===== config.mk =====
export PLATFORM = sky130hd
export DESIGN_NAME = imm_gen
export DESIGN_NICKNAME = d
export VERILOG_FILES = /design/src/verilog/thumb_decode_pkg.sv /design/src/verilog/imm_gen.sv
export SDC_FILE = /design/constraint.sdc
export NUM_CORES = 1
export LEC_CHECK = 0
export BUFFER_PORTS_ARGS = -buffer_cell sky130_fd_sc_hd__clkbuf_2
export CAP_MARGIN = 25
export CORE_ASPECT_RATIO = 0.75
export CORE_MARGIN = 2
export CORE_UTILIZATION = 45
export DETAILED_ROUTE_END_ITERATION = 16
export GPL_TIMING_DRIVEN = 0
export HOLD_SLACK_MARGIN = 0.08
export PLACE_DENSITY = 0.83
export SYNTH_ARGS = -nofsm -noshare
export SYNTH_HDL_FRONTEND = slang
export SYNTH_SLANG_ARGS = --single-unit

===== constraint.sdc =====
create_clock -name clk_i -period 2.7 [get_ports clk_i]
set_input_delay 0.135 -clock clk_i [delete_from_list [all_inputs] [get_ports clk_i]]
set_output_delay 0.135 -clock clk_i [all_outputs]
set_load 0.03 [all_outputs]

===== src/verilog/thumb_decode_pkg.sv =====
`default_nettype none

package thumb_decode_pkg;

    localparam int WORD      = 32;
    localparam int HALF_WORD = 16;
    // four bits so the stack pointer fits in a register field
    localparam int REG_W     = 4;

    localparam logic [REG_W-1:0] SP_REG = 4'd13;

    typedef logic [HALF_WORD-1:0] instruction;

    typedef enum logic [3:0] {
        SHIFT_IMM       = 4'd0,
        ARITH_IMM8      = 4'd1,
        DATA_PROCESSING = 4'd2,
        LOAD_STORE_IMM  = 4'd3,
        LOAD_STORE_BYTE = 4'd4,
        LOAD_STORE_HW   = 4'd5,
        LOAD_STORE_SP_R = 4'd6,
        MISC_SP_ADJ     = 4'd7,
        BL_PREFIX       = 4'd8,
        BL_SUFFIX       = 4'd9,
        ILLEGAL         = 4'd10
    } instr_class;

    // sub-operation codes, meaning depends on the class
    localparam logic [2:0] SOP_NONE     = 3'd0;

    // SHIFT_IMM family
    localparam logic [2:0] SOP_LSL      = 3'd0;
    localparam logic [2:0] SOP_LSR      = 3'd1;
    localparam logic [2:0] SOP_ASR      = 3'd2;
    localparam logic [2:0] SOP_ADD_REG  = 3'd3;
    localparam logic [2:0] SOP_SUB_REG  = 3'd4;
    localparam logic [2:0] SOP_ADD_IMM3 = 3'd5;
    localparam logic [2:0] SOP_SUB_IMM3 = 3'd6;

    // ARITH_IMM8 family
    localparam logic [2:0] SOP_MOV      = 3'd0;
    localparam logic [2:0] SOP_CMP      = 3'd1;
    localparam logic [2:0] SOP_ADD8     = 3'd2;
    localparam logic [2:0] SOP_SUB8     = 3'd3;

    // DATA_PROCESSING, only reverse-subtract is told apart
    localparam logic [2:0] SOP_ALU      = 3'd0;
    localparam logic [2:0] SOP_RSB      = 3'd1;
    localparam logic [3:0] DP_RSB_OP    = 4'b1001;

    // load/store direction
    localparam logic [2:0] SOP_STORE    = 3'd0;
    localparam logic [2:0] SOP_LOAD     = 3'd1;

    // stack pointer adjust direction
    localparam logic [2:0] SOP_SP_ADD   = 3'd0;
    localparam logic [2:0] SOP_SP_SUB   = 3'd1;

    typedef struct packed {
        instr_class cls;
        logic [2:0] sub_op;
    } class_info;

    typedef struct packed {
        instr_class       cls;
        logic [REG_W-1:0] rd;
        logic [REG_W-1:0] rn;
        logic [REG_W-1:0] rm;
        logic [WORD-1:0]  imm;
        logic             imm_valid;
        logic             bl_complete;
        logic             illegal;
    } decoded_instr;

endpackage

`default_nettype wire


===== src/verilog/imm_gen.sv =====
`timescale 1ns/10ps
`default_nettype none

module imm_gen (
    input  logic                              clk_i,
    input  logic                              reset_i,
    input  logic                              instr_valid_i,
    input  thumb_decode_pkg::instruction      instr_i,
    input  thumb_decode_pkg::class_info       class_i,
    output logic [thumb_decode_pkg::WORD-1:0] imm_o,
    output logic                              imm_valid_o
);
    import thumb_decode_pkg::*;

    // branch-with-link offset: 11 prefix bits, 11 suffix bits, low zero
    localparam int BL_OFF_W = 23;

    instruction          prev_instr_q;
    logic [BL_OFF_W-1:0] bl_off;

    // last valid halfword, holds the prefix while a suffix is awaited
    always_ff @(posedge clk_i) begin
        if (reset_i) begin
            prev_instr_q <= '0;
        end else if (instr_valid_i) begin
            prev_instr_q <= instr_i;
        end
    end

    assign bl_off = {prev_instr_q[10:0], instr_i[10:0], 1'b0};

    always_comb begin
        imm_o       = '0;
        imm_valid_o = 1'b1;

        case (class_i.cls)
            SHIFT_IMM: begin
                case (class_i.sub_op)
                    SOP_LSL, SOP_LSR, SOP_ASR: begin
                        imm_o = WORD'(instr_i[10:6]);
                    end
                    SOP_ADD_IMM3, SOP_SUB_IMM3: begin
                        imm_o = WORD'(instr_i[8:6]);
                    end
                    default: begin
                        // register add/sub, operand comes from rm
                        imm_valid_o = 1'b0;
                    end
                endcase
            end

            ARITH_IMM8: imm_o = WORD'(instr_i[7:0]);

            DATA_PROCESSING: begin
                // rsb is the only alu op with an implied #0
                imm_valid_o = (class_i.sub_op == SOP_RSB);
            end

            // word offsets scaled by 4
            LOAD_STORE_IMM:  imm_o = WORD'({instr_i[10:6], 2'b00});
            LOAD_STORE_BYTE: imm_o = WORD'(instr_i[10:6]);
            // halfword offsets scaled by 2
            LOAD_STORE_HW:   imm_o = WORD'({instr_i[10:6], 1'b0});
            LOAD_STORE_SP_R: imm_o = WORD'({instr_i[7:0], 2'b00});
            MISC_SP_ADJ:     imm_o = WORD'({instr_i[6:0], 2'b00});

            BL_SUFFIX: begin
                // sign taken from the top bit of the saved prefix field
                imm_o = {{(WORD-BL_OFF_W){bl_off[BL_OFF_W-1]}}, bl_off};
            end

            default: begin
                // BL_PREFIX and ILLEGAL carry nothing usable on their own
                imm_valid_o = 1'b0;
            end
        endcase
    end

endmodule

`default_nettype wire


== Yosys cells after proc, flatten, opt, wreduce, memory -nomap -nowiden ==
Cells that the tools add are included.
Storage, ports and cells
  register bits: 11
  bits in latches: 0
  bits in writable memories: 0
  ROM bits: 0
  input bits: 26
  output and inout bits: 33
  logic and storage cells: 23
  memories kept: 0
Operators by class
  add/sub/neg operators: 0
  $mul: 0
  divide/modulo/power cells: 0
  $lt $le $gt $ge: 0
  eq/ne operators: 12
  shift-type cells: 0
  mux-type cells: 4
  bitwise logic cells: 0
  reductions and logical operators: 6
Operators by type and width (count)
  $pmux 32 s8: 1
  $eq 4x3->1 const B: 4
  $pmux 5 s2: 1
  $eq 4x2->1 const B: 2
  $reduce_or 7->1: 1
  $eq 3x3->1 const B: 2
  $reduce_or 5->1: 1
  $eq 4x1->1 const B: 1
  $eq 4x4->1 const B: 1
  $logic_not 4->1: 1
  $eq 3x1->1 const B: 1
  $eq 3x2->1 const B: 1
  $logic_not 3->1: 1
  $pmux 1 s3: 1
  $reduce_or 3->1: 1
  $reduce_or 2->1: 1
  $mux 1: 1

== Longest topological paths before layout ==
  word-level depth: 4
  depth in mapped cells: 5
  mapped depth without buffers: 3

== Least setup slack after synthesis ==
OpenSTA, ideal clock, no wires.
  kind: input to output
  start: input port class_i[4] in the netlist's numbering
  end: output port imm_o[23] in the netlist's numbering
  data arrival time: 1.565 ns
  required time: 2.565 ns
  path slack: 1.000 ns
  stages on the path: 5
  path buffers: 3
  path through: buf_2 > and4bb_2 > clkbuf_1 > and2_1 > buf_4
On the way
  longest elaborated chain between the ends: 2
  elaborated cells between the ends (all ways): 9
  those cells by class: eq/ne (7); mux (1); reduce/logical (1)
Ends and longest elaborated chain
  start, declared: line imm_gen.sv:9  | input thumb_decode_pkg::class_info class_i,
  $eq 4x4->1, or another cell as far along: line imm_gen.sv:36  | case (class_i.cls)
  $pmux 32 s8 *: line imm_gen.sv:36
  end, declared: line imm_gen.sv:10  | output logic [thumb_decode_pkg::WORD-1:0] imm_o,
Mark *: on every way between the ends. The rest lies on a longest branch, timed or not.

== Final worst setup path ==
  start: input port class_i[4] in the netlist's numbering
  end: output port imm_o[24] in the netlist's numbering
The elaborated chain is that of the path after synthesis.

==> qor.yml <==
gp_congestion: 0.865
finalSetupTns_ns: 0
syn_nets: 151
path_clk_slew_ns: 0.07
dr.pass1.iters: 4
synth_flop_cell: "dfxtp_1"
cts_buffers: 3
layout_worst_path_cycle_share_pct: 69.6
synth.largest_area_cell: "dfxtp_1"
worstSetupEndpointType: "output pin"
coreArea_mm2: 0.00203
synthCells: 125
cap_violations: 0
hp-start: "instr_valid_i"
final_cell_mix: "52 x clkbuf_2, 14 x mux2i_1, 13 x and2_1, 12 x nor2_1, 11 x dfxtp_1"
holdPathEnd: "prev_instr_q[0]"
portBuffers: 52
area_delta_synth_final_pct: 33.2
largest_reg_flops: 11
hold_viol: 0
reg2reg_slack_ns: 2.04
peakVddDrop_mv: 0.315
synthTopCellsByArea: "dfxtp_1 22%, mux2i_1 14%, and2_1 8.2%, buf_4 6.8%, nor2_1 4.6%"
clockPowerShare_pct: 26.0
tightest_slew_ns: 0.508
cts_setup_buffers: 0
p_switching_uw: 158
p_sw_share_pct: 35.8
vias_per_cell: 5.63
clkSinkCount: 11
drv_slew: 0
regMostFlops: "prev_instr_q"
n_fill_cell: 193
period_needed_ns: 1.88
regToRegEndpoint: "prev_instr_q[1]"
synth_cell_types: 35
final_common_cell: "clkbuf_2"
synth_edf_count: 0
root_buffer: "clkbuf_4"
routed_wl_um: 3010
syn_area_per_cell_um2: 7.90
ys_ff_latch: 11
via_count: 1159
whs_path_depth: 3
final-setup-viol-count: 0
crit_fanout: 10
grt_antenna_before_repair: 0
grt_max_degree: 11
startpoint_type: "input port"
status: "completed"
powerDensity_mw_per_mm2: 335
first_global_vias: 1000
total_power_uw: 440
worstHoldPathType: "in -> reg"
asyncSetResetFlopFracSynth_pct: 0
max_slew_margin_pct: 66.1
row_count: 14
dpl.hpwl_um: 2400
clock_latency_ns: 0.27
rr_worst_depth: 2
initial_core_util_pct: 48.6
ys_seq_area_share_pct: 22.3
grt_usage_pct: 24.1
fin_nets: 209
htree_num_levels: 1
p_int_uw: 282
grt_first_pass_wirelength_um: 4720
cts_buffer_depth: 2
pwr-share-seq_pct: 40.1
drtIter0Drc: 46
arrival_ns: 1.75
p_leak_uw: 0.000693
reg.largest.list: "prev_instr_q (11)"
combPwrFrac_pct: 33.9
finalClockSkew_ns: 0
max_freq_mhz: 532
post_drt_wl_per_cell_um: 14.6
rsz0062_at_grt: "no"
die_x_um: 58.1
die_height_um: 44.6
synth_area_um2: 987
num_io_pins: 59
crit_type: "in -> out"
cts_tree: "built"
overflow: 0
die_area_mm2: 0.00259
drive_gt1_share_pct: 39.0
synth_top_area_share_pct: 22.3
drcViolationCount: 0
ant_nets: 0
cp.required_ns: 2.57
r2r_start: "prev_instr_q[1]"
ys.warnings.count: 0
num_antenna_cells: 0
## final cells by class
| type | count | area, um2 | share of cell area [%] |
|---|---|---|---|
| Multi-Input combinational cell | 94 | 656 | 49.9 |
| Timing Repair Buffer | 53 | 270 | 20.6 |
| Sequential cell | 11 | 220 | 16.7 |
| Buffer | 19 | 108 | 8.18 |
| Tap cell | 24 | 30.0 | 2.28 |
| Clock buffer | 3 | 22.5 | 1.71 |
| Clock inverter | 1 | 5.00 | 0.381 |
| Inverter | 1 | 3.75 | 0.285 |
## per-stage QoR
step / hold WS [ns] / instance area [um2] / utilization (%) / std cells / setup slack [ns]
3_3_place_gp: 0.312 / 1280 / 62.9 / 201 / 0.895
2_1_floorplan: 0.207 / 987 / - / 125 / 1.00
3_5_place_dp: 0.323 / 1280 / 62.9 / 201 / 0.835
6_report: 0.136 / 1320 / 64.7 / 206 / 0.820
5_1_grt: 0.160 / 1320 / 64.7 / 206 / 0.732
4_1_cts: 0.142 / 1320 / 64.7 / 206 / 0.824
## synthesized netlist by cell type, types with 2 or more instances
library cell / count
clkbuf_1: 8
nor4_1: 2
nor2_1: 12
o21ai_1: 4
dfxtp_1: 11
nor4bb_1: 2
nand4_1: 2
a22oi_1: 2
o211ai_1: 2
and2_1: 13
nor2b_1: 2
mux2i_1: 14
a221o_1: 3
o21ai_0: 2
nand2_1: 9
nand3b_1: 2
buf_4: 9
and3b_1: 5
a21oi_1: 3
a22o_1: 2
buf_2: 2
## cell families (layout without fill, tap and decap cells)
family	count (synthesis)	after routing	share of synthesized area [%]
AO/OA/AOI/OAI	24	24	17.6
buffers and inverters	20	77	11.3
flip-flops	11	11	22.3
AND/OR/NAND/NOR	56	56	34.6
multiplexers	14	14	14.2
## power groups by stage
stage / clock network, uW / registers [uW] / logic [uW]
5_1_grt: 125 / 178 / 161
2_1_floorplan: 0 / 178 / 94.3
3_3_place_gp: 0 / 179 / 142
3_5_place_dp: 0 / 180 / 146
6_report: 114 / 176 / 149
4_1_cts: 116 / 176 / 148
## critical path, cell delays in order
cell and delay [ns]:
buf_2 0.15, and4bb_2 0.35, clkbuf_1 0.34, and2_1 0.39, buf_4 0.18, clkbuf_2 0.20
## repair_timing
| action | in CTS | in global routing |
|---|---|---|
| endpoints found under the hold margin | 1 | 0 |
| setup endpoints to repair | 0 | 0 |
| resized for setup | 0 | 0 |
| hold buffers | 1 | 0 |
## worst max path at each step
stage	from	end	slack (ns)	depth (start not counted)
final	class_i[4]	imm_o[24]	0.82	6
after global routing	class_i[4]	imm_o[24]	0.73	6
after CTS	class_i[4]	imm_o[24]	0.82	6
after detailed placement	class_i[4]	imm_o[24]	0.84	6
after global placement	class_i[4]	imm_o[27]	0.89	6
after floorplan	class_i[4]	imm_o[23]	1.0	5
## layer usage
layer | track usage (%) | routed length [um]
met1 | 32.1 | 1270
met2 | 40.0 | 1410
met3 | 6.73 | 313
met4 | 3.26 | 17
met5 | 0 | 0
(Power assumes the default switching activity.)
