## config.mk

```make
export PLATFORM = sky130hd
export DESIGN_NAME = reg_field_decode
export DESIGN_NICKNAME = d
export VERILOG_FILES = /design/src/verilog/thumb_decode_pkg.sv /design/src/verilog/reg_field_decode.sv
export SDC_FILE = /design/constraint.sdc
export NUM_CORES = 1
export LEC_CHECK = 0
export ABC_AREA = 1
export ABC_CLOCK_PERIOD_IN_PS = 1500
export BUFFER_PORTS_ARGS = -buffer_cell sky130_fd_sc_hd__buf_4
export CAP_MARGIN = 30
export CORE_AREA = 2 2 39 41
export DETAILED_ROUTE_END_ITERATION = 8
export DIE_AREA = 0 0 41 43
export MAX_ROUTING_LAYER = met4
export PLACE_DENSITY = 0.66
export SLEW_MARGIN = 20
export SYNTH_ARGS = -nofsm -noshare
export SYNTH_HDL_FRONTEND = slang
export SYNTH_SLANG_ARGS = --single-unit
```

## constraint.sdc

```tcl
create_clock -name vclk -period 1.5
set_input_delay 0.075 -clock vclk [all_inputs]
set_output_delay 0.075 -clock vclk [all_outputs]
set_load 0.02 [all_outputs]
```

## src/verilog/thumb_decode_pkg.sv

```systemverilog
`default_nettype none

package thumb_decode_pkg;

    localparam int WORD      = 32;
    localparam int HALF_WORD = 16;
    // four bits so the stack pointer fits in a register field
    localparam int REG_W     = 4;

    localparam logic [REG_W-1:0] SP_REG = 4'd13;

    typedef logic [HALF_WORD-1:0] instruction;

    typedef enum logic [3:0] {
        SHIFT_IMM       = 4'd0,
        ARITH_IMM8      = 4'd1,
        DATA_PROCESSING = 4'd2,
        LOAD_STORE_IMM  = 4'd3,
        LOAD_STORE_BYTE = 4'd4,
        LOAD_STORE_HW   = 4'd5,
        LOAD_STORE_SP_R = 4'd6,
        MISC_SP_ADJ     = 4'd7,
        BL_PREFIX       = 4'd8,
        BL_SUFFIX       = 4'd9,
        ILLEGAL         = 4'd10
    } instr_class;

    // sub-operation codes, meaning depends on the class
    localparam logic [2:0] SOP_NONE     = 3'd0;

    // SHIFT_IMM family
    localparam logic [2:0] SOP_LSL      = 3'd0;
    localparam logic [2:0] SOP_LSR      = 3'd1;
    localparam logic [2:0] SOP_ASR      = 3'd2;
    localparam logic [2:0] SOP_ADD_REG  = 3'd3;
    localparam logic [2:0] SOP_SUB_REG  = 3'd4;
    localparam logic [2:0] SOP_ADD_IMM3 = 3'd5;
    localparam logic [2:0] SOP_SUB_IMM3 = 3'd6;

    // ARITH_IMM8 family
    localparam logic [2:0] SOP_MOV      = 3'd0;
    localparam logic [2:0] SOP_CMP      = 3'd1;
    localparam logic [2:0] SOP_ADD8     = 3'd2;
    localparam logic [2:0] SOP_SUB8     = 3'd3;

    // DATA_PROCESSING, only reverse-subtract is told apart
    localparam logic [2:0] SOP_ALU      = 3'd0;
    localparam logic [2:0] SOP_RSB      = 3'd1;
    localparam logic [3:0] DP_RSB_OP    = 4'b1001;

    // load/store direction
    localparam logic [2:0] SOP_STORE    = 3'd0;
    localparam logic [2:0] SOP_LOAD     = 3'd1;

    // stack pointer adjust direction
    localparam logic [2:0] SOP_SP_ADD   = 3'd0;
    localparam logic [2:0] SOP_SP_SUB   = 3'd1;

    typedef struct packed {
        instr_class cls;
        logic [2:0] sub_op;
    } class_info;

    typedef struct packed {
        instr_class       cls;
        logic [REG_W-1:0] rd;
        logic [REG_W-1:0] rn;
        logic [REG_W-1:0] rm;
        logic [WORD-1:0]  imm;
        logic             imm_valid;
        logic             bl_complete;
        logic             illegal;
    } decoded_instr;

endpackage

`default_nettype wire

```

## src/verilog/reg_field_decode.sv

```systemverilog
`timescale 1ns/10ps
`default_nettype none

module reg_field_decode (
    input  thumb_decode_pkg::instruction       instr_i,
    input  thumb_decode_pkg::class_info        class_i,
    output logic [thumb_decode_pkg::REG_W-1:0] rd_o,
    output logic [thumb_decode_pkg::REG_W-1:0] rn_o,
    output logic [thumb_decode_pkg::REG_W-1:0] rm_o
);
    import thumb_decode_pkg::*;

    // low registers only in 16-bit fields
    function automatic logic [REG_W-1:0] low_reg(input logic [2:0] field);
        return {{(REG_W-3){1'b0}}, field};
    endfunction

    always_comb begin
        rd_o = '0;
        rn_o = '0;
        rm_o = '0;

        case (class_i.cls)
            SHIFT_IMM: begin
                rd_o = low_reg(instr_i[2:0]);
                rn_o = low_reg(instr_i[5:3]);
                // only the register add/sub forms have a second operand register
                if (class_i.sub_op == SOP_ADD_REG || class_i.sub_op == SOP_SUB_REG) begin
                    rm_o = low_reg(instr_i[8:6]);
                end
            end

            ARITH_IMM8: begin
                rd_o = low_reg(instr_i[10:8]);
                // mov has no first operand
                if (class_i.sub_op != SOP_MOV) begin
                    rn_o = low_reg(instr_i[10:8]);
                end
            end

            DATA_PROCESSING: begin
                rd_o = low_reg(instr_i[2:0]);
                if (class_i.sub_op == SOP_RSB) begin
                    rn_o = low_reg(instr_i[5:3]);
                end else begin
                    // two-operand form, rd doubles as rn
                    rn_o = low_reg(instr_i[2:0]);
                    rm_o = low_reg(instr_i[5:3]);
                end
            end

            LOAD_STORE_IMM, LOAD_STORE_BYTE, LOAD_STORE_HW: begin
                rd_o = low_reg(instr_i[2:0]);
                rn_o = low_reg(instr_i[5:3]);
            end

            LOAD_STORE_SP_R: begin
                rd_o = low_reg(instr_i[10:8]);
                rn_o = SP_REG;
            end

            MISC_SP_ADJ: begin
                rd_o = SP_REG;
                rn_o = SP_REG;
            end

            default: begin
                rd_o = '0;
                rn_o = '0;
                rm_o = '0;
            end
        endcase
    end

endmodule

`default_nettype wire

```

## Yosys cells after proc, flatten, opt, wreduce, memory -nomap -nowiden

Index checks and enable logic that the tools add are counted.

- Input port bits: 23
- Word-level logic and storage cells: 24
- Flip-flop bits (word level): 0

- Mux-type cells: 7
- Reductions and logical operators: 7
- Equal/unequal tests: 10

Operator list:

| cell | number |
|---|---|
| 4-bit by 3-bit equality test with 1-bit output, second input constant | 4 |
| 4-bit one-hot mux with 4 select lines | 1 |
| 3-bit 2-to-1 mux | 4 |
| 4-bit one-hot mux with 3 select lines | 1 |
| 4-bit by 2-bit equality test with 1-bit output, second input constant | 2 |
| 3-bit one-hot mux with 2 select lines | 1 |
| 5-bit OR reduction | 1 |
| 4-bit by 1-bit equality test with 1-bit output, second input constant | 1 |
| 4-bit zero test | 1 |
| 2-bit OR reduction | 2 |
| 4-bit OR reduction | 1 |
| 3-bit by 1-bit equality test with 1-bit output, second input constant | 1 |
| 3-bit by 2-bit equality test with 1-bit output, second input constant | 1 |
| 3-bit equality test, second input constant | 1 |
| 3-bit nonzero test | 1 |
| 1-bit logical OR | 1 |

## Logic depth before layout (Yosys ltp)

Gate-level depths: netlist (run 1).

- Word-level depth: 4
- Gate-level depth with buffers: 6

## Least setup slack after synthesis (run 1)

Ideal clock, no wire load.

- Path type: input port to output port
- Start: input port class_i[2] (netlist name)
- End: output port rm_o[0] (netlist name)
- Stages: 5
- Slack: 548 ps
- Path buffers: 0
- Data arrival time: 877 ps
- Path through: inv_1 nand3_1 nand2_1 nand2_1 o21ai_0

- Longest elaborated chain between the ends: 4

RTL lines:

| what | line | source |
|---|---|---|
| start, declared | reg_field_decode.sv:6 | `input thumb_decode_pkg::class_info class_i,` |
| 3-bit by 2-bit equality test with 1-bit output or 3-bit equality test (tied branches) | reg_field_decode.sv:28 | `if (class_i.sub_op == SOP_ADD_REG \|\| class_i.sub_op == SOP_SUB_REG) begin` |
| 1-bit logical OR | reg_field_decode.sv:28 |  |
| 3-bit 2-to-1 mux | reg_field_decode.sv:28 |  |
| 3-bit one-hot mux with 2 select lines * | reg_field_decode.sv:23 | `case (class_i.cls)` |
| end, declared | reg_field_decode.sv:9 | `output logic [thumb_decode_pkg::REG_W-1:0] rm_o` |

Mark *: on every way between the ends. The rest lies on a longest branch, timed or not.

## Worst setup path in the final report (run 1)

- Start: input port class_i[2] (netlist name)
- End: output port rn_o[1] (netlist name)

- Longest elaborated chain between the ends: 3

RTL lines:

| what | line | source |
|---|---|---|
| 3-bit by 1-bit equality test with 1-bit output or 3-bit nonzero test (tied branches) | reg_field_decode.sv:43, reg_field_decode.sv:36 |  |
| 3-bit 2-to-1 mux (on tied branches) | reg_field_decode.sv:43, reg_field_decode.sv:36 |  |
| 4-bit one-hot mux with 4 select lines * | reg_field_decode.sv:23 |  |
| end, declared | reg_field_decode.sv:8 | `output logic [thumb_decode_pkg::REG_W-1:0] rn_o,` |

Marks and branches as above.

==> results of run 1 <==
==> critical path: stages <==
cell	delay (ps)
buf_4	110
inv_1	130
nand3_1	210
nand2_1	110
nand3_1	80
nand3_1	100
buf_4	140
==> final timing paths <==
path / slack, ps / from / endpoint
setup / recovery: 460 / class_i[2] / rn_o[1]
hold / removal: 460 / instr_i[9] / rd_o[1]
==> cell usage after synthesis, drive strengths merged <==
cell type	number	share of area, %
nand4	4	6.9
nand3	15	22
inv	14	14
o21ai	5	7.9
conb	1	1.0
nand2	28	31
nor2	11	15
buf	1	2.1
==> layout make-up <==
type                       instances  area share (%)
timing repair buffer              29           36.63
multi-input combinational         64           51.16
inverter                          14           8.842
tap                               16           3.368
==> cells by family (layout without fill, tap and decap cells) <==
family / count (synthesis) / after routing / share of synthesized area (%)
compound gates: 5 / 5 / 7.902
buf+inv: 15 / 43 / 16.50
simple gates: 58 / 58 / 74.57
other cells: 1 / 1 / 1.030
==> through the flow <==
stage	util, %	area (sq um)	cells
floorplan	-	364.1	79
CTS	42.95	594.3	123
detailed placement	42.95	594.3	123
global placement	42.95	594.3	123
global route	42.95	594.3	123
finish	42.95	594.3	123
==> metal layers <==
metal  up-vias  share of wire (%)  GRT usage, %
li1        306                  -             -
met1       256                 44         17.41
met2        25                 46         23.75
met3         0                9.7             0
met4         0                  0             0
met5         -                  0             -
==> placed cells by master (no fill, tap or decap) <==
master	netlist	final
buf_4	1	29
conb_1	1	1
inv_1	13	13
inv_2	1	1
nand2_1	25	25
nand2_2	3	3
nand3_1	14	14
nand3_2	1	1
nand4_1	4	4
nor2_1	8	8
nor2_2	2	2
nor2_4	1	1
o21ai_0	3	3
o21ai_1	1	1
o21ai_2	1	1
==> power by group through the flow <==
| stage | Sequential [mW] | Combinational [mW] | Clock [mW] |
|---|---|---|---|
| 6_report | 0 | 0.169 | 0 |
| 2_1_floorplan | 0 | 0.0865 | 0 |
| 4_1_cts | 0 | 0.170 | 0 |
| 3_3_place_gp | 0 | 0.168 | 0 |
| 5_1_grt | 0 | 0.186 | 0 |
| 3_5_place_dp | 0 | 0.169 | 0 |
==> metrics.csv, run 1 <==
metric;value;unit
setup violators final;0;
pwr dens;284.3;mW/mm^2
seq_cells;0;
drt total wl;1149;um
Die X-Extent;41;um
initial antenna violation count;0;
PnR worst setup slack;461.8;ps
Critical Path RT;1420;ps
n_diodes;0;
remaining antenna violation count;0;
Critical Path Fanout Max;6;
nets@finish;132;
PortBufs;29;
total power;0.1690;mW
unrepaired setup endpoints after global routing;false;
worst ir drop on vdd;0.08400;mV
first-pass GRT wire length;1718;um
Crit. End Element;output port;
post_cts resized;0;
layout cell share with drive strength beyond 1;35.51;%
Placement Setup Slack;460.9;ps
Lkg Pwr;0.3502;nW
Sw Pwr;0.09397;mW
area of the multi-input gates;304.0;sq um
Pint;0.07500;mW
Synth cell types;15;
row cnt;14;
WHS;457.2;ps
Max Slew Vio Count;0;
clock power share;0;%
final period utilization;69.21;%
Initial DRC Count;16;
critical path startpoint category;input port;
IO Count;35;
vias in the first global route;440;
initial core utilization;26.31;%
routed vias/inst;4.772;
hold depth;4;
Avg Cell Area, Syn;4.609;sq um
Post-Syn Area;364.1;sq um
Layout area overhead;63.23;%
largest net degree at the start of global routing;7;
Hold Crit Class;input port to output port;
DR DRC count;0;
maxcap violations;0;
hold_buf cts;0;
setup TNS;0;ps
YS warnings;0;
filler cell count;165;
Post-CTS Setup Inserts;0;
cell count after synthesis;79;
CORE AREA;0.001384;sq mm
Synthesized Nets;102;
Net Sw Frac;55.61;%
register area;0;sq um
Final GP Congestion;0.8179;
GRT Util Overall;13.41;%
sequential area share after synthesis;0;%
clock buffer count;0;
Overflow after GRT;0;
outcome;completed;
Final min period;1038;ps
die area;0.001763;sq mm
WS Path Type;input port to output port;
hpwl dp;1019;um
Worst Path Arrival;960;ps
Die Y;43;um
f_max;963.2;MHz
Comb pwr share;100.0;%
Vias;587;
DR WL/cell;9.341;um
Reg power frac;0;%
Final Hold Fails;0;
TritonRoute pass-1 iters;4;
(Power assumes the default switching activity.)
==> run 2: changes to the inputs <==
Settings changed: ABC_AREA 1 to 0, ABC_CLOCK_PERIOD_IN_PS 1500 to 1000, PLACE_DENSITY 0.66 to 0.67.
Clock period 1.5 ns to 1 ns, I/O delays scaled along.
==> run 2 against run 1 <==
  * The flow now finishes with violations (setup timing)
  * Setup slack worse by 620 ps
  * Largest cell class unchanged
  * Sequential cell count unchanged
  * Synthesized cell count down 32%
  * Critical path type unchanged
==> metrics.csv, run 2 <==
metric;value;unit
total power;0.3802;mW
top area cells in the synthesized netlist;o221ai_1 12%, or3b_1 9.4%, inv_1 8.0%;
unrepaired setup endpoints after global routing;true;
Crit. End Element;output port;
hpwl dp;1131;um
Worst Path Arrival;1110;ps
met1 Use GR;20.89;%
Final min period;1156;ps
GRT Util Overall;18.12;%
f_max;865.0;MHz
vias in the first global route;522;
die area;0.001763;sq mm
cell with the most instances after synthesis;inv_1;
Die X-Extent;41;um
cell count after synthesis;54;
HP Start;instr_i[6];
DR WL/cell;14.10;um
Layout area overhead;136.8;%
mux share of post-synthesis cell area;0;%
largest net degree at the start of global routing;12;
critical path startpoint category;input port;
row cnt;14;
WHS;416.1;ps
Overflow after GRT;0;
Hold Crit Class;input port to output port;
Synth cell types;27;
nets@finish;115;
adder-cell area share of the yosys netlist;0;%
CORE AREA;0.001384;sq mm
TritonRoute pass-1 iters;4;
register area;0;sq um
setup violators final;5;
Die Y;43;um
WS Path Type;input port to output port;
remaining antenna violation count;0;
IO Count;35;
pwr dens;429.1;mW/mm^2
largest family of logic cells by synthesized area;compound AO/OA/AOI/OAI gates;
post-synth top area cell;o221ai_1;
Synth Area in XOR/XNOR;0;%
post-layout util;64.01;%
Critical Path Fanout Max;3;
Synth Area in Compound Gates;44.15;%
Initial DRC Count;1;
Synthesized Nets;77;
PortBufs;29;
hold endpoint;rm_o[0];
sequential area share after synthesis;0;%
final period utilization;115.6;%
YS warnings;0;
drt total wl;1495;um
failing checks;setup timing;
Lkg Pwr;0.3959;nW
initial core utilization;27.03;%
clock buffer count;0;
Final Hold Fails;0;
seq_cells;0;
Final GP Congestion;0.8224;
Post-Syn Area;374.1;sq um
worst ir drop on vdd;0.1995;mV
initial antenna violation count;0;
most common cell after layout, fill and taps aside;buf_4;
met3 usage;0;%
Yosys top cell area share;11.71;%
commonest cells in the netlist;8 x inv_1, 5 x o221ai_1, 4 x or3b_1;
outcome;finished with violations;
PnR worst setup slack;-156.0;ps
Vias;551;
maxcap violations;0;
hold depth;3;
simple-gate portion of the synthesized area;39.13;%
DR DRC count;0;
n_diodes;0;
filler cell count;113;
Max Slew Vio Count;0;
first-pass GRT wire length;2277;um
routed vias/inst;5.198;
Avg Cell Area, Syn;6.928;sq um
setup TNS;-603.7;ps
layout cell share with drive strength beyond 1;67.78;%
gr busiest metal;met2;
Critical Path RT;950;ps
hold_buf cts;0;
commonest cells after routing, fill and taps aside;24 x buf_4, 12 x buf_6, 7 x inv_1;
GRT met2 Usage;34.69;%
-- run 2: what timing repair did --
action / 4_1_cts / 5_1_grt
pin swaps: 10 / 9
gates resized for setup: 21 / 20
endpoints found under the setup margin: 8 / 10
buffers inserted: 0 / 2
gates cloned: 1 / 0
-- run 2: critical path, cell delays in order --
cell and delay, ps:
buf_6 100, or4_4 530, a21oi_4 150, a22o_1 160, buf_6 120
-- run 2: where the power goes --
part | internal, mW | leakage (nW) | total (mW) | switching (mW)
Clock | 0 | 0 | 0 | 0
Sequential | 0 | 0 | 0 | 0
Combinational | 0.209 | 0.396 | 0.380 | 0.171
-- run 2: cells by family (layout without fill, tap and decap cells) --
family,after synthesis,after routing
buf+inv,12,48
compound gates,20,20
simple gates,21,21
other cells,1,1
-- run 2: layout make-up --
type / instances / area, sq um / share of cell area, %
inverter: 8 / 32.53 / 3.672
tap: 16 / 20.02 / 2.260
timing repair buffer: 40 / 392.9 / 44.35
multi-input combinational: 42 / 440.4 / 49.72
-- run 2: worst max path at each step --
stage	start	to	slack, ps	cells after the start
CTS	class_i[3]	rm_o[2]	-170	5
global route	class_i[4]	rm_o[0]	-200	5
floorplan	class_i[6]	rm_o[0]	-70	4
global placement	class_i[3]	rm_o[2]	-190	5
finish	class_i[4]	rm_o[1]	-160	5
detailed placement	class_i[3]	rm_o[2]	-190	5
-- run 2: per-layer routing --
metal	up-vias	wire length (um)
li1	281	-
met1	258	572
met2	12	870
met3	0	53
met4	0	0
met5	-	0
-- run 2: metrics by stage --
stage / instance area [sq um] / worst slack (ps) / std cells
2_1_floorplan: 392.9 / -74.15 / 54
3_3_place_gp: 661.9 / -186.5 / 103
3_5_place_dp: 661.9 / -192.0 / 103
4_1_cts: 785.8 / -169.2 / 104
5_1_grt: 885.9 / -200.9 / 106
6_report: 885.9 / -156.0 / 106
==> run 3: changes to the inputs <==
Settings changed: BUFFER_PORTS_ARGS -buffer_cell sky130_fd_sc_hd__buf_4 to -buffer_cell sky130_fd_sc_hd__buf_2.
==> run 3 against run 2 <==
  * The flow still finishes with violations (setup timing)
  * Fmax fell by 1.1%
  * Routed wire length rose by 3.3%
  * Global-route usage rose by 0.61 points
  * First-iteration DRC count rose to 12 times the previous value
  * Combinational power fell by 14%
  * Via count fell by 0.18%
  * Sequential share of layout area did not move
  * Critical path type unchanged
  * Highest routed layer unchanged
==> metrics.csv, run 3 (synthesis results as in run 2) <==
metric;value;unit
WHS;419.4;ps
hold_buf cts;0;
Lkg Pwr;0.3586;nW
f_max;855.4;MHz
final period utilization;116.9;%
Layout area overhead;102.7;%
DRT met1 WL;637;um
PnR worst setup slack;-169.0;ps
Final min period;1169;ps
clock buffer count;0;
dpl cell area;581.8;sq um
drt total wl;1544;um
filler cell count;133;
setup TNS;-708.9;ps
Critical Path Fanout Max;3;
row cnt;14;
Comb pwr share;100.0;%
Final GP Congestion;0.8493;
Sw Pwr;0.1599;mW
Vias;550;
met3 WL post-DR;48;um
hold depth;3;
final std cells w/o fill;105;
CP max stage delay;540;ps
largest net degree at the start of global routing;12;
PortBufs;29;
IO Count;35;
failing checks;setup timing;
critical path cell sequence;buf_8 -> or4_4 -> a21oi_4 -> a22o_1 -> buf_6;
Die Y;43;um
commonest cells after routing, fill and taps aside;15 x buf_2, 13 x buf_4, 8 x buf_6;
layout cell share with drive strength beyond 1;62.92;%
post-route cell area;758.2;sq um
Buf/Inv on CP;2;
initial antenna violation count;0;
post-layout util;54.79;%
routed vias/inst;5.238;
Reg power frac;0;%
Placement Setup Slack;-223.5;ps
Crit. End Element;output port;
TritonRoute pass-1 iters;4;
Crit-path slowest cell;or4_4;
seq_cells;0;
Worst Path Arrival;1120;ps
Initial DRC Count;12;
nets@finish;114;
WS Path Type;input port to output port;
critical path startpoint category;input port;
Worst path depth;5;
total power;0.3269;mW
Die X-Extent;41;um
worst ir drop on vdd;0.1822;mV
Pint;0.1670;mW
Net Sw Frac;48.91;%
most common cell after layout, fill and taps aside;buf_2;
n_diodes;0;
unrepaired setup endpoints after global routing;true;
CP delay by family, top;simple AND/OR/NAND/NOR gates;
DR top layer;met3;
initial core utilization;27.03;%
DR DRC count;0;
CORE AREA;0.001384;sq mm
setup violators final;6;
GRT Util Overall;18.73;%
maxcap violations;0;
Max Slew Vio Count;0;
pwr dens;431.1;mW/mm^2
vias in the first global route;510;
Hold Crit Class;input port to output port;
Final Hold Fails;0;
Critical Path RT;950;ps
first-pass GRT wire length;2290;um
placed cells;102;
Overflow after GRT;0;
DR WL met2;858;um
die area;0.001763;sq mm
clock power share;0;%
outcome;finished with violations;
remaining antenna violation count;0;
DR WL/cell;14.70;um
register area;0;sq um
hpwl dp;1138;um
[run 3: timing repair]
action                                  in CTS  in global routing
endpoints found under the setup margin       8                 10
pin swaps                                    8                  9
buffers inserted                             3                  1
hold endpoints to repair                     0                  0
resized for setup                           27                 16
[run 3: cell type report]
class              instances  area [sq um]  area share, %
well taps                 16         20.02          2.640
inverters                  8         32.53          4.290
multi-input cells         42         397.9          52.48
repair buffers            39         307.8          40.59
[run 3: final timing paths]
path,start,end
setup / recovery,class_i[4],rm_o[1]
hold / removal,instr_i[6],rm_o[0]
[run 3: power groups by stage]
stage | clock network (mW) | registers [mW] | logic, mW
after floorplan | 0 | 0 | 0.143
after global routing | 0 | 0 | 0.352
after detailed placement | 0 | 0 | 0.245
after global placement | 0 | 0 | 0.240
after CTS | 0 | 0 | 0.296
final | 0 | 0 | 0.327
[run 3: tightest hold or removal path, cell delays in order]
cell    delay, ps
buf_2          80
a22o_1        130
buf_6         120
[run 3: routing by layer]
| layer | GRT usage (%) | vias to the layer above |
|---|---|---|
| met3 | 0 | 0 |
| met4 | 0 | 0 |
| met1 | 23.42 | 257 |
| met5 | - | - |
| li1 | - | 279 |
| met2 | 34.06 | 14 |
